--- config.mk ---
export PLATFORM = sky130hd
export DESIGN_NAME = icache_top
export DESIGN_NICKNAME = d
export VERILOG_FILES = /design/src/hdl/icache_bus_pkg.sv /design/src/hdl/icache_cfg_pkg.sv /design/src/hdl/icache_top.sv /design/src/hdl/icache_fill.sv /design/src/hdl/icache_ctrl.sv /design/src/hdl/icache_array.sv /design/src/hdl/icache_tlb.sv
export SDC_FILE = /design/constraint.sdc
export NUM_CORES = 2
export LEC_CHECK = 0
export CAP_MARGIN = 10
export CELL_PAD_IN_SITES_DETAIL_PLACEMENT = 0
export CELL_PAD_IN_SITES_GLOBAL_PLACEMENT = 1
export CORE_UTILIZATION = 50
export DETAILED_ROUTE_END_ITERATION = 10
export DONT_BUFFER_PORTS = 1
export HOLD_SLACK_MARGIN = 0.02
export PLACE_DENSITY_LB_ADDON = 0.05
export SLEW_MARGIN = 20
export SYNTH_ARGS = -nofsm -noshare
export SYNTH_HDL_FRONTEND = slang
export SYNTH_SLANG_ARGS = --single-unit
--- constraint.sdc ---
create_clock -name clk -period 10.2 [get_ports clk]
set_input_delay 2.04 -clock clk [delete_from_list [all_inputs] [get_ports clk]]
set_output_delay 2.04 -clock clk [all_outputs]
set_load 0.005 [all_outputs]
--- src/hdl/icache_bus_pkg.sv ---
`default_nettype none

package icache_bus_pkg;

  localparam int bus_addr_w = 16;  // Word address of the first word of a line.
  localparam int bus_data_w = 32;

  // One refill is a burst of a whole line.
  localparam int beats  = 4;
  localparam int beat_w = 2;

  // Fill unit states.
  localparam int fill_state_w = 2;
  localparam logic [fill_state_w-1:0] fs_idle  = 2'd0;
  localparam logic [fill_state_w-1:0] fs_req   = 2'd1;  // Waiting for grant.
  localparam logic [fill_state_w-1:0] fs_burst = 2'd2;

endpackage

`default_nettype wire

--- src/hdl/icache_cfg_pkg.sv ---
`default_nettype none

package icache_cfg_pkg;

  localparam int addr_w     = 16;  // Word address, virtual and physical.
  localparam int data_w     = 32;  // One instruction word.
  localparam int offset_w   = 2;
  localparam int index_w    = 4;
  localparam int tag_w      = 10;
  localparam int lines      = 16;
  localparam int line_words = 4;

  // Index and offset sit inside the page offset, so the array is indexed virtually.
  localparam int page_off_w  = 8;
  localparam int vpn_w       = 8;
  localparam int ppn_w       = 8;
  localparam int tlb_entries = 4;
  localparam int slot_w      = $clog2(tlb_entries);

  // Controller states.
  localparam int state_w = 3;
  localparam logic [state_w-1:0] st_idle      = 3'd0;
  localparam logic [state_w-1:0] st_lookup    = 3'd1;
  localparam logic [state_w-1:0] st_respond   = 3'd2;
  localparam logic [state_w-1:0] st_fill_wait = 3'd3;
  localparam logic [state_w-1:0] st_reread    = 3'd4;

  typedef union packed {
    struct packed {
      logic [tag_w-1:0]    tag;
      logic [index_w-1:0]  index;
      logic [offset_w-1:0] offset;
    } cache_view;  // Used by the array and the fill unit.
    struct packed {
      logic [vpn_w-1:0]      vpn;
      logic [page_off_w-1:0] page_off;
    } page_view;  // Used by the TLB and the controller.
  } addr_u;

endpackage

`default_nettype wire
--- src/hdl/icache_top.sv ---
`default_nettype none

module icache_top (
  input  wire                                  clk,
  input  wire                                  reset,
  input  wire                                  read_valid,
  input  wire [icache_cfg_pkg::addr_w-1:0]     read_addr,
  output wire                                  read_ready,
  output wire                                  dp_valid,
  output wire [icache_cfg_pkg::data_w-1:0]     dp_data,
  output wire                                  dp_fault,
  input  wire                                  dp_ready,
  input  wire                                  tlb_we,
  input  wire [icache_cfg_pkg::slot_w-1:0]     tlb_slot,
  input  wire [icache_cfg_pkg::vpn_w-1:0]      tlb_vpn,
  input  wire [icache_cfg_pkg::ppn_w-1:0]      tlb_ppn_in,
  output wire                                  bus_req,
  input  wire                                  bus_grant,
  input  wire                                  bus_busy,
  output wire [icache_bus_pkg::bus_addr_w-1:0] bus_addr,
  input  wire                                  bus_rvalid,
  input  wire [icache_bus_pkg::bus_data_w-1:0] bus_rdata
);

  wire [icache_cfg_pkg::vpn_w-1:0]    lookup_vpn;
  wire                                tlb_hit;
  wire [icache_cfg_pkg::ppn_w-1:0]    tlb_ppn;
  wire                                rd_en;
  wire [icache_cfg_pkg::index_w-1:0]  rd_index;
  wire [icache_cfg_pkg::offset_w-1:0] rd_offset;
  wire [icache_cfg_pkg::tag_w-1:0]    rd_tag;
  wire                                rd_valid;
  wire [icache_cfg_pkg::data_w-1:0]   rd_word;
  wire                                fill_start;
  wire [icache_cfg_pkg::addr_w-1:0]   fill_addr;  // Physical line address.
  wire                                fill_done;
  wire                                wr_en;
  wire [icache_cfg_pkg::index_w-1:0]  wr_index;
  wire [icache_cfg_pkg::offset_w-1:0] wr_offset;
  wire [icache_cfg_pkg::data_w-1:0]   wr_word;
  wire [icache_cfg_pkg::tag_w-1:0]    wr_tag;
  wire                                set_valid;

  icache_ctrl ctrl0 (
    .clk(clk), .reset(reset),
    .read_valid(read_valid), .read_addr(read_addr), .read_ready(read_ready),
    .dp_ready(dp_ready), .dp_valid(dp_valid), .dp_data(dp_data), .dp_fault(dp_fault),
    .lookup_vpn(lookup_vpn), .tlb_hit(tlb_hit), .tlb_ppn(tlb_ppn),
    .rd_en(rd_en), .rd_index(rd_index), .rd_offset(rd_offset),
    .rd_tag(rd_tag), .rd_valid(rd_valid), .rd_word(rd_word),
    .fill_start(fill_start), .fill_addr(fill_addr), .fill_done(fill_done)
  );

  icache_tlb tlb0 (
    .clk(clk), .reset(reset),
    .tlb_we(tlb_we), .tlb_slot(tlb_slot), .tlb_vpn(tlb_vpn), .tlb_ppn_in(tlb_ppn_in),
    .lookup_vpn(lookup_vpn), .tlb_hit(tlb_hit), .tlb_ppn(tlb_ppn)
  );

  icache_array array0 (
    .clk(clk), .reset(reset),
    .rd_en(rd_en), .rd_index(rd_index), .rd_offset(rd_offset),
    .rd_tag(rd_tag), .rd_valid(rd_valid), .rd_word(rd_word),
    .wr_en(wr_en), .wr_index(wr_index), .wr_offset(wr_offset),
    .wr_word(wr_word), .wr_tag(wr_tag), .set_valid(set_valid)
  );

  icache_fill fill0 (
    .clk(clk), .reset(reset),
    .fill_start(fill_start), .fill_addr(fill_addr), .fill_done(fill_done),
    .bus_req(bus_req), .bus_addr(bus_addr), .bus_grant(bus_grant), .bus_busy(bus_busy),
    .bus_rvalid(bus_rvalid), .bus_rdata(bus_rdata),
    .wr_en(wr_en), .wr_index(wr_index), .wr_offset(wr_offset),
    .wr_word(wr_word), .wr_tag(wr_tag), .set_valid(set_valid)
  );

endmodule

`default_nettype wire

--- src/hdl/icache_fill.sv ---
`default_nettype none

module icache_fill (
  input  wire                                   clk,
  input  wire                                   reset,
  input  wire                                   fill_start,
  input  wire icache_cfg_pkg::addr_u            fill_addr,
  output logic                                  fill_done,
  output logic                                  bus_req,
  output logic [icache_bus_pkg::bus_addr_w-1:0] bus_addr,
  input  wire                                   bus_grant,
  input  wire                                   bus_busy,
  input  wire                                   bus_rvalid,
  input  wire [icache_bus_pkg::bus_data_w-1:0]  bus_rdata,
  output logic                                  wr_en,
  output logic [icache_cfg_pkg::index_w-1:0]    wr_index,
  output logic [icache_cfg_pkg::offset_w-1:0]   wr_offset,
  output logic [icache_cfg_pkg::data_w-1:0]     wr_word,
  output logic [icache_cfg_pkg::tag_w-1:0]      wr_tag,
  output logic                                  set_valid
);

  logic [icache_bus_pkg::fill_state_w-1:0] state;
  logic [icache_bus_pkg::beat_w-1:0]       beat_cnt;
  icache_cfg_pkg::addr_u                   line_addr;
  logic                                    granted;
  logic                                    last_beat;

  assign bus_req  = (state == icache_bus_pkg::fs_req);
  assign granted  = bus_req && bus_grant && !bus_busy;
  assign bus_addr = granted ? line_addr : '0;  // Address phase is the grant cycle.

  // Each beat becomes one array write, in offset order.
  assign wr_en     = (state == icache_bus_pkg::fs_burst) && bus_rvalid;
  assign last_beat = wr_en && (beat_cnt == icache_bus_pkg::beat_w'(icache_bus_pkg::beats - 1));
  assign wr_index  = line_addr.cache_view.index;
  assign wr_offset = beat_cnt;
  assign wr_word   = bus_rdata;
  assign wr_tag    = line_addr.cache_view.tag;
  assign set_valid = last_beat;

  always_ff @(posedge clk) begin
    if (reset) begin
      state     <= icache_bus_pkg::fs_idle;
      beat_cnt  <= '0;
      fill_done <= 1'b0;
    end else begin
      fill_done <= last_beat;  // Line is written by now.
      case (state)
        icache_bus_pkg::fs_idle: begin
          if (fill_start) state <= icache_bus_pkg::fs_req;
        end
        icache_bus_pkg::fs_req: begin
          if (granted) begin
            state    <= icache_bus_pkg::fs_burst;
            beat_cnt <= '0;
          end
        end
        icache_bus_pkg::fs_burst: begin
          if (wr_en) beat_cnt <= beat_cnt + 1'b1;
          if (last_beat) state <= icache_bus_pkg::fs_idle;
        end
        default: state <= icache_bus_pkg::fs_idle;
      endcase
    end
  end

  always_ff @(posedge clk) begin
    if (fill_start) line_addr <= fill_addr;
  end

endmodule

`default_nettype wire

--- src/hdl/icache_ctrl.sv ---
`default_nettype none

module icache_ctrl (
  input  wire                                 clk,
  input  wire                                 reset,
  input  wire                                 read_valid,
  input  wire icache_cfg_pkg::addr_u          read_addr,
  output logic                                read_ready,
  input  wire                                 dp_ready,
  output logic                                dp_valid,
  output logic [icache_cfg_pkg::data_w-1:0]   dp_data,
  output logic                                dp_fault,
  output logic [icache_cfg_pkg::vpn_w-1:0]    lookup_vpn,
  input  wire                                 tlb_hit,
  input  wire [icache_cfg_pkg::ppn_w-1:0]     tlb_ppn,
  output logic                                rd_en,
  output logic [icache_cfg_pkg::index_w-1:0]  rd_index,
  output logic [icache_cfg_pkg::offset_w-1:0] rd_offset,
  input  wire [icache_cfg_pkg::tag_w-1:0]     rd_tag,
  input  wire                                 rd_valid,
  input  wire [icache_cfg_pkg::data_w-1:0]    rd_word,
  output logic                                fill_start,
  output icache_cfg_pkg::addr_u               fill_addr,
  input  wire                                 fill_done
);

  logic [icache_cfg_pkg::state_w-1:0] state;
  logic [icache_cfg_pkg::state_w-1:0] next_state;
  icache_cfg_pkg::addr_u              req_addr;
  icache_cfg_pkg::addr_u              phys_addr;
  logic                               req_addr_en;
  logic                               line_hit;

  assign read_ready  = (state == icache_cfg_pkg::st_idle);
  assign req_addr_en = read_valid && read_ready;
  assign dp_valid    = (state == icache_cfg_pkg::st_respond);

  // Translate the latched request; page offset passes through.
  assign lookup_vpn = req_addr.page_view.vpn;
  assign phys_addr  = {tlb_ppn, req_addr.page_view.page_off};
  assign line_hit   = rd_valid && (rd_tag == phys_addr.cache_view.tag);

  // Read starts at acceptance, or again once the fill has landed.
  assign rd_en     = req_addr_en || (state == icache_cfg_pkg::st_reread);
  assign rd_index  = read_ready ? read_addr.cache_view.index : req_addr.cache_view.index;
  assign rd_offset = read_ready ? read_addr.cache_view.offset : req_addr.cache_view.offset;

  always_comb begin
    next_state = state;
    case (state)
      icache_cfg_pkg::st_idle: begin
        if (req_addr_en) next_state = icache_cfg_pkg::st_lookup;
      end
      icache_cfg_pkg::st_lookup: begin
        if (!tlb_hit || line_hit) begin
          next_state = icache_cfg_pkg::st_respond;  // Fault or hit.
        end else begin
          next_state = icache_cfg_pkg::st_fill_wait;
        end
      end
      icache_cfg_pkg::st_respond: begin
        if (dp_ready) next_state = icache_cfg_pkg::st_idle;
      end
      icache_cfg_pkg::st_fill_wait: begin
        if (fill_done) next_state = icache_cfg_pkg::st_reread;
      end
      icache_cfg_pkg::st_reread: next_state = icache_cfg_pkg::st_lookup;
      default: next_state = icache_cfg_pkg::st_idle;
    endcase
  end

  always_ff @(posedge clk) begin
    if (reset) begin
      state      <= icache_cfg_pkg::st_idle;
      fill_start <= 1'b0;
    end else begin
      state      <= next_state;
      fill_start <= (state == icache_cfg_pkg::st_lookup) && tlb_hit && !line_hit;
    end
  end

  // Response only loads in lookup, so it holds through back-pressure.
  always_ff @(posedge clk) begin
    if (req_addr_en) begin
      req_addr <= read_addr;
    end
    if (state == icache_cfg_pkg::st_lookup) begin
      dp_data                   <= tlb_hit ? rd_word : '0;
      dp_fault                  <= !tlb_hit;
      fill_addr.cache_view.tag    <= phys_addr.cache_view.tag;
      fill_addr.cache_view.index  <= phys_addr.cache_view.index;
      fill_addr.cache_view.offset <= '0;  // Line address.
    end
  end

endmodule

`default_nettype wire

--- src/hdl/icache_array.sv ---
`default_nettype none

module icache_array (
  input  wire                                 clk,
  input  wire                                 reset,
  input  wire                                 rd_en,
  input  wire [icache_cfg_pkg::index_w-1:0]   rd_index,
  input  wire [icache_cfg_pkg::offset_w-1:0]  rd_offset,
  output logic [icache_cfg_pkg::tag_w-1:0]    rd_tag,
  output logic                                rd_valid,
  output logic [icache_cfg_pkg::data_w-1:0]   rd_word,
  input  wire                                 wr_en,
  input  wire [icache_cfg_pkg::index_w-1:0]   wr_index,
  input  wire [icache_cfg_pkg::offset_w-1:0]  wr_offset,
  input  wire [icache_cfg_pkg::data_w-1:0]    wr_word,
  input  wire [icache_cfg_pkg::tag_w-1:0]     wr_tag,
  input  wire                                 set_valid
);

  logic [icache_cfg_pkg::tag_w-1:0]  tag_mem [icache_cfg_pkg::lines];
  logic [icache_cfg_pkg::lines-1:0]  valid;
  logic [icache_cfg_pkg::data_w-1:0] data_mem [icache_cfg_pkg::lines * icache_cfg_pkg::line_words];

  // A line is invalid from its first fill beat until the last one lands.
  always_ff @(posedge clk) begin
    if (reset) begin
      valid <= '0;
    end else if (wr_en) begin
      if (set_valid) begin
        valid[wr_index] <= 1'b1;
      end else if (wr_offset == '0) begin
        valid[wr_index] <= 1'b0;
      end
    end
  end

  always_ff @(posedge clk) begin
    if (wr_en) begin
      data_mem[{wr_index, wr_offset}] <= wr_word;
    end
    if (wr_en && set_valid) begin
      tag_mem[wr_index] <= wr_tag;  // Tag only changes with the last beat.
    end
  end

  always_ff @(posedge clk) begin
    if (reset) begin
      rd_valid <= 1'b0;
    end else if (rd_en) begin
      rd_valid <= valid[rd_index];
    end
  end

  always_ff @(posedge clk) begin
    if (rd_en) begin
      rd_tag  <= tag_mem[rd_index];
      rd_word <= data_mem[{rd_index, rd_offset}];
    end
  end

endmodule

`default_nettype wire

--- src/hdl/icache_tlb.sv ---
`default_nettype none

module icache_tlb (
  input  wire                               clk,
  input  wire                               reset,
  input  wire                               tlb_we,
  input  wire [icache_cfg_pkg::slot_w-1:0]  tlb_slot,
  input  wire [icache_cfg_pkg::vpn_w-1:0]   tlb_vpn,
  input  wire [icache_cfg_pkg::ppn_w-1:0]   tlb_ppn_in,
  input  wire [icache_cfg_pkg::vpn_w-1:0]   lookup_vpn,
  output logic                              tlb_hit,
  output logic [icache_cfg_pkg::ppn_w-1:0]  tlb_ppn
);

  logic [icache_cfg_pkg::tlb_entries-1:0] valid;
  logic [icache_cfg_pkg::vpn_w-1:0]       vpn_tab [icache_cfg_pkg::tlb_entries];
  logic [icache_cfg_pkg::ppn_w-1:0]       ppn_tab [icache_cfg_pkg::tlb_entries];

  always_ff @(posedge clk) begin
    if (reset) begin
      valid <= '0;
    end else if (tlb_we) begin
      valid[tlb_slot] <= 1'b1;
    end
  end

  always_ff @(posedge clk) begin
    if (tlb_we) begin
      vpn_tab[tlb_slot] <= tlb_vpn;
      ppn_tab[tlb_slot] <= tlb_ppn_in;
    end
  end

  // Software keeps vpns unique, so at most one entry matches.
  always_comb begin
    tlb_hit = 1'b0;
    tlb_ppn = '0;
    for (int i = 0; i < icache_cfg_pkg::tlb_entries; i++) begin
      if (valid[i] && (vpn_tab[i] == lookup_vpn)) begin
        tlb_hit = 1'b1;
        tlb_ppn = tlb_ppn | ppn_tab[i];
      end
    end
  end

endmodule

`default_nettype wire

======== Word-level counts from Yosys, hierarchy flattened ========
Memories as Yosys holds them, arrays and structs flattened. A register that Yosys moved wholly into a read port is not among the register bits.
Cells that the tools add are included.
storage, ports and cells
  register bits ........................... 107
  bits in writable memories ............... 2272
  input bits .............................. 74
  output and inout port bits .............. 52
  memories kept ........................... 4
memory list
  memory           depth  bits a word  rd ports  clocked after Yosys merged registers in  wr ports  line                text
  array0.data_mem  64     32           1         1                                        1         icache_array.sv:22  logic [icache_cfg_pkg::data_w-1:0] data_mem [icache_cfg_pkg::lines * icache_cfg_pkg::line_words];
  array0.tag_mem   16     10           1         1                                        1         icache_array.sv:20  logic [icache_cfg_pkg::tag_w-1:0] tag_mem [icache_cfg_pkg::lines];
  tlb0.ppn_tab     4      8            4         0                                        1         icache_tlb.sv:17    logic [icache_cfg_pkg::ppn_w-1:0] ppn_tab [icache_cfg_pkg::tlb_entries];
  tlb0.vpn_tab     4      8            4         0                                        1         icache_tlb.sv:16    logic [icache_cfg_pkg::vpn_w-1:0] vpn_tab [icache_cfg_pkg::tlb_entries];
operators by class
  add/sub/neg operators ................... 1
  order comparisons ....................... 5
  equal/unequal tests ..................... 19
  mux-type cells .......................... 37
  bitwise logic cells ..................... 7
  reductions and logical operators ........ 29
operators with widths
  kind                  number
  $mux W16              3
  $eq A8 B8 Y1          4
  $mux W8               4
  $or A8 B8 Y8          3
  $and A16 B16 Y16      1
  $not A16 Y16          1
  $or A16 B16 Y16       1
  $logic_and A1 B1 Y1   15
  $pmux W3 S5           1
  $mux W1               14
  $mux W2               6
  $eq A10 B10 Y1        1
  $lt A4 B5 Y1 const B  2
  $ne A2 B2 Y1 const B  5
  $mux W3               3
  $reduce_and A3 Y1     3
  $eq A3 B2 Y1 const B  2
  $pmux W2 S3           1
  $bmux W1 S4           1
  $demux W1 S4          1
  $eq A2 B2 Y1 const B  2
  $ge A4 B1 Y1 const B  1
  $logic_not A2 Y1      2
  $mux W4               1
  15 further kinds      20

======== Logic depth before layout (Yosys ltp) ========
An unclocked memory read counts as a cell.
  word-level depth ........................ 15
  gate-level depth with buffers ........... 13
  mapped depth without buffers ............ 9

======== Modules after synthesis ========
From an unflattened synthesis, not the netlist that was laid out.
unflattened totals
  cell total of the unflattened synthesis .. 4275
  area total of the unflattened synthesis .. 93568.5 um2
by module, submodules not included
  module        instances  cells each  area each (um2)  seq. area each (um2)
  icache_array  1          3849        87061.0          67905.1
  icache_tlb    1          171         2788.9           2001.9
  icache_ctrl   1          152         2557.5           1971.9
  icache_fill   1          103         1161.1           580.6

======== Worst setup path after synthesis ========
Ideal clock, no wire load.
  path type ............................... input -> register
  start ................................... in read_valid
  end ..................................... reg array0.rd_valid
  arrival ................................. 5512 ps
  path slack .............................. 4561 ps
  stages .................................. 4
  buffers on the path ..................... 0
  cells stage by stage .................... nor2_1 nor3_1 mux2i_1 nor2_1
between the ends
  word-level cells in the longest chain between the ends .. 2
RTL lines
  element               line                text
  from (decl)           icache_top.sv:6     input wire read_valid,
  $logic_and A1 B1 Y1   icache_ctrl.sv:35   assign req_addr_en = read_valid && read_ready;
  $logic_or A1 B1 Y1    icache_ctrl.sv:44   assign rd_en = req_addr_en || (state == icache_cfg_pkg::st_reread);
  net array0.rd_en      icache_array.sv:6   input wire rd_en,
  to (signal assigned)  icache_array.sv:50  rd_valid <= valid[rd_index];
  to (decl)             icache_array.sv:10  output logic rd_valid,
The timed path passes the listed nets, and every way through them passes these cells.
A chain may end at the register's enable or synchronous reset.

======== Final worst setup path ========
  start ................................... reg ctrl0.state[2] (netlist bit)
  end ..................................... reg array0.rd_word[26] (netlist bit) (read register of array0.data_mem) (data pin)
between the ends
  word-level cells in the longest chain between the ends .. 3
  elaborated cells on any way between the ends .. 6
  those cells by class .................... 1 x eq/ne; 2 x mux; 3 x reduce/logical
RTL lines
  element                 line                text
  from (decl)             icache_ctrl.sv:27   logic [icache_cfg_pkg::state_w-1:0] state;
  from (signal assigned)  icache_ctrl.sv:74   state <= icache_cfg_pkg::st_idle;
  from (signal assigned)  icache_ctrl.sv:77   state <= next_state;
  $logic_not A3 Y1 (*)    icache_ctrl.sv:34   assign read_ready = (state == icache_cfg_pkg::st_idle);
  net read_ready          icache_top.sv:8     output wire read_ready,
  $logic_and A1 B1 Y1     icache_ctrl.sv:35
  $logic_or A1 B1 Y1      icache_ctrl.sv:44
  to (decl)               icache_array.sv:11  output logic [icache_cfg_pkg::data_w-1:0] rd_word,
The timed path passes the listed nets; every way through them passes the cells marked *.

==> impl_results.rst <==
.. list-table::
   :header-rows: 1

   * - Metric
     - Value
   * - Switching fraction of total power
     - 23.06%
   * - Latest clock arrival within the worst-skew pair
     - 0.92 ns
   * - Final instance count without filler cells
     - 8,798
   * - Maximum cell stage delay along the critical path
     - 0.68 ns
   * - Internal Pwr Total
     - 16,930 uW
   * - Hold Buf Count CTS
     - 0
   * - Count of flip-flops with a built-in enable after synthesis
     - 2,391
   * - Final setup TNS
     - 0 ns
   * - Post-layout net count
     - 6,212
   * - Die Outline Area
     - 188,700 sq um
   * - Dominant delay contributor by cell family on the critical path
     - simple AND/OR/NAND/NOR gates
   * - Post-CTS repair timing setup buffer count
     - 0
   * - Chain of cells forming the critical path
     - nor3_2 > buf_4 > mux2_4 > buf_4 > nand2_4 > buf_4 > o221ai_1 > a22oi_1 > nand2_1 > a21oi_1
   * - Worst path arrival time
     - 5.89 ns
   * - GRT Residual Overflow
     - 0
   * - Overall die width
     - 434.3 microns
   * - Root buffer selected by CTS
     - sky130_fd_sc_hd__clkbuf_16
   * - Crit start category
     - register
   * - Number of setup violations in the final report
     - 0
   * - Highest-delay cell along the critical path
     - sky130_fd_sc_hd__nor3_2
   * - Post-synth top area cell
     - sky130_fd_sc_hd__edfxtp_1
   * - Fraction of synthesized cell area taken by the top area cell type
     - 76.82%
   * - Count of different cell masters after synthesis
     - 55
   * - Number of detailed-routing iterations run before antenna repair
     - 6
   * - Via count of the first global-routing pass
     - 51,540
   * - Initial core utilization
     - 50.35%
   * - Sequential cell area
     - 72,400 sq um
   * - Total number of clock tree sinks
     - 2,421
   * - Via count
     - 54,590
   * - Post-synthesis register bit count
     - 2,421
   * - Post-detailed-route wirelength per cell
     - 31.52 microns
   * - TritonCTS clock tree
     - built
   * - Crit end category
     - register
   * - Hold violation total from the final report
     - 0
   * - Cell count along the critical path
     - 10
   * - Synth warnings
     - 0
   * - Max H-tree Level
     - 5
   * - Antenna violations before repair
     - 4
   * - Post-Route Skew
     - 0.03128 ns
   * - Number of clock buffers inserted by TritonCTS
     - 276
   * - Largest net degree at the start of global routing
     - 169
   * - Count of cells along the worst hold path
     - 0
   * - Max-slew headroom
     - 10.90%
   * - Share of synthesized flip-flops with an asynchronous set or reset
     - 0%
   * - Combinational power share
     - 8.1%
   * - Final wirelength
     - 277,400 microns
   * - Cell types occupying the most area after synthesis
     - sky130_fd_sc_hd__edfxtp_1 77%, sky130_fd_sc_hd__nand2_1 6.5%, sky130_fd_sc_hd__mux2i_1 2.5%
   * - Unrepaired setup endpoints after global routing
     - no
   * - Pwr/cell area
     - 209.5 nW/um^2
   * - Count of placed standard cells including taps
     - 8,337
   * - Violation count after the first detailed-routing iteration
     - 5,895
   * - Area of combinational cells with multiple inputs
     - 20,070 sq um
   * - Filler cell count in the final layout
     - 14,560
   * - Mean instance size in the synthesized netlist
     - 15.30 sq um
   * - Top library cells by usage in the layout, fill and taps aside
     - 2,391 x sky130_fd_sc_hd__edfxtp_1, 1,603 x sky130_fd_sc_hd__nand2_1, 285 x sky130_fd_sc_hd__clkbuf_16
   * - Maximum count of clock buffers along a single path
     - 4
   * - Max Freq
     - 195.2 MHz
   * - Clock network fraction of design power
     - 41.8%
   * - Leading cell type in the layout, fill and taps excluded
     - sky130_fd_sc_hd__edfxtp_1
   * - Total net switching power
     - 5076 uW
   * - Dominant cell type by count on the critical path
     - sky130_fd_sc_hd__buf_4
   * - Number of design rule violations left after detail routing
     - 0
   * - Max-slew violation count
     - 0
   * - Wire length of the first global-routing pass
     - 390,100 microns
   * - Count of boundary I/O pins
     - 126
   * - Length in cells of the worst reg-to-reg path
     - 10
   * - Final weighted congestion of routability-driven global placement
     - 0.7959
   * - Synthesized cell area
     - 93,460 sq um
   * - Minimum clock period
     - 5.123 ns
   * - Crit path required time
     - 10.96 ns
   * - Number of max-cap violations
     - 0
   * - ANT nets after route
     - 0
   * - Part of the total power dissipated in sequential elements
     - 50.1%
   * - Area growth, synth to finish
     - 12.39%
   * - Clock slew seen by the registers of the worst setup and hold paths
     - 0.06 ns
   * - Most frequently used flop master after synthesis
     - sky130_fd_sc_hd__edfxtp_1
   * - Vias per inst
     - 6.204
   * - Ratio of final minimum period to clock period
     - 50.23%
   * - Slew of the pin with the lowest slew margin
     - 1.337 ns
   * - Worst IR drop on VDD
     - 0.0001311 V
   * - Reported leakage power
     - 0.03519 uW
   * - Dpl hpwl
     - 139,800 microns
   * - Proportion of synthesized chip area in sequential cells
     - 77.47%
   * - Worst path buffer plus inverter count
     - 3
   * - Floorplan row count
     - 158
   * - Ratio of cells with drive above 1 in the final layout
     - 10.31%
   * - Largest driver fanout on the critical path
     - 46
   * - Total routing resource utilization after global routing
     - 29.33%
   * - Number of gates resized after CTS
     - 0
   * - Vertical die dimension
     - 434.3 microns
   * - Hold crit path type
     - reg -> reg
   * - Core area
     - 185,600 sq um
   * - Critical path type
     - reg -> reg
   * - Status
     - finished, final reports clean
   * - Post-Syn Instances
     - 6,108
   * - Port Buffers
     - 0
worst register-to-register path, delay by kind of cell, from the launching register on:
family	cells	cell delay [ns]
and+or+nand+nor	3	1.72
muxes	1	0.35
AOI/OAI and AO/OA	3	1.07
DFF	1	0.38
buffers and inverters	3	1.45
flip-flops by register name (all words and copies together), names as in the netlist, 3 cells and up, named ones only:
signal / count
ctrl0.fill_addr: 14
ctrl0.dp_data: 32
ctrl0.req_addr: 16
array0.data_mem: 2048
tlb0.vpn_tab: 32
array0.tag_mem: 160
tlb0.valid: 4
array0.rd_word: 32
array0.rd_tag: 10
ctrl0.state: 3
tlb0.ppn_tab: 32
fill0.line_addr: 14
worst paths after layout:
| kind | start | endpoint | slack [ns] |
|---|---|---|---|
| max | ctrl0.state[2] | array0.rd_word[26] | 5.08 |
| min | ctrl0.fill_addr[12] | fill0.line_addr[12] | 0.42 |
| max reg2reg | ctrl0.state[2] | array0.rd_word[26] | 5.08 |
| min reg2reg | ctrl0.fill_addr[12] | fill0.line_addr[12] | 0.42 |
power by group through the flow:
stage	Sequential (uW)	Clock, uW	Combinational, uW
after floorplan	11200	0	1150
after global placement	11200	0	1770
after detailed placement	11200	0	1770
after CTS	11000	9300	1780
after global routing	11000	9650	1900
final	11000	9200	1790
synth_stat cells, types with 18 or more instances:
| library cell | n |
|---|---|
| sky130_fd_sc_hd__dfxtp_1 | 30 |
| sky130_fd_sc_hd__nand3_1 | 23 |
| sky130_fd_sc_hd__a31oi_1 | 32 |
| sky130_fd_sc_hd__a21oi_1 | 284 |
| sky130_fd_sc_hd__a32oi_1 | 165 |
| sky130_fd_sc_hd__a221oi_1 | 102 |
| sky130_fd_sc_hd__nand2_1 | 1606 |
| sky130_fd_sc_hd__buf_2 | 90 |
| sky130_fd_sc_hd__a22oi_1 | 165 |
| sky130_fd_sc_hd__nor3_1 | 58 |
| sky130_fd_sc_hd__nor2_1 | 135 |
| sky130_fd_sc_hd__o221ai_1 | 160 |
| sky130_fd_sc_hd__inv_1 | 18 |
| sky130_fd_sc_hd__mux4_2 | 80 |
| sky130_fd_sc_hd__edfxtp_1 | 2391 |
| sky130_fd_sc_hd__clkbuf_1 | 240 |
| sky130_fd_sc_hd__and2_1 | 28 |
| sky130_fd_sc_hd__xnor2_1 | 27 |
| sky130_fd_sc_hd__buf_1 | 46 |
| sky130_fd_sc_hd__nor2b_1 | 34 |
| sky130_fd_sc_hd__o21ai_0 | 44 |
| sky130_fd_sc_hd__mux2i_1 | 237 |
cell type report:
type	instances	share of cell area, %
antenna	1	0.002382
sequential	2421	68.92
clock buffer	365	7.104
tap	2480	2.954
clock inverter	94	0.6825
multi-input combinational	3284	19.10
timing repair buffer	135	1.163
inverter	18	0.06432
stage by stage:
step           setup slack (ns)  total power (uW)  util, %  cell area [sq um]  hold slack, ns
5_1_grt                   4.850             22570    56.58             105000          0.4215
4_1_cts                   4.817             22100    56.57             105000          0.4183
3_5_place_dp              4.257             13010    52.16              96830          0.4045
6_report                  5.077             22010    56.59             105000          0.4176
3_3_place_gp              4.234             13010    52.16              96830          0.4004
2_1_floorplan             4.561             12360        -              93460          0.4003
cell families after synthesis:
family                   synth area share, %
AND/OR/NAND/NOR                        8.168
AO/OA/AOI/OAI                          7.623
flip-flops                             77.47
other                               0.004012
multiplexers                           4.529
buffers and inverters                  1.789
XOR/XNOR                              0.3936
adder cells (fa/ha/maj)              0.02677
per-layer routing:
layer / track usage [%] / routed length [microns] / vias up
met5: 0 / 0 / -
met4: 9.259 / 8469 / 0
met3: 4.569 / 20370 / 449
met2: 47.21 / 132900 / 2214
met1: 41.23 / 115600 / 28510
li1: - / - / 23410
Note: power is estimated with default switching activity, not from simulation.
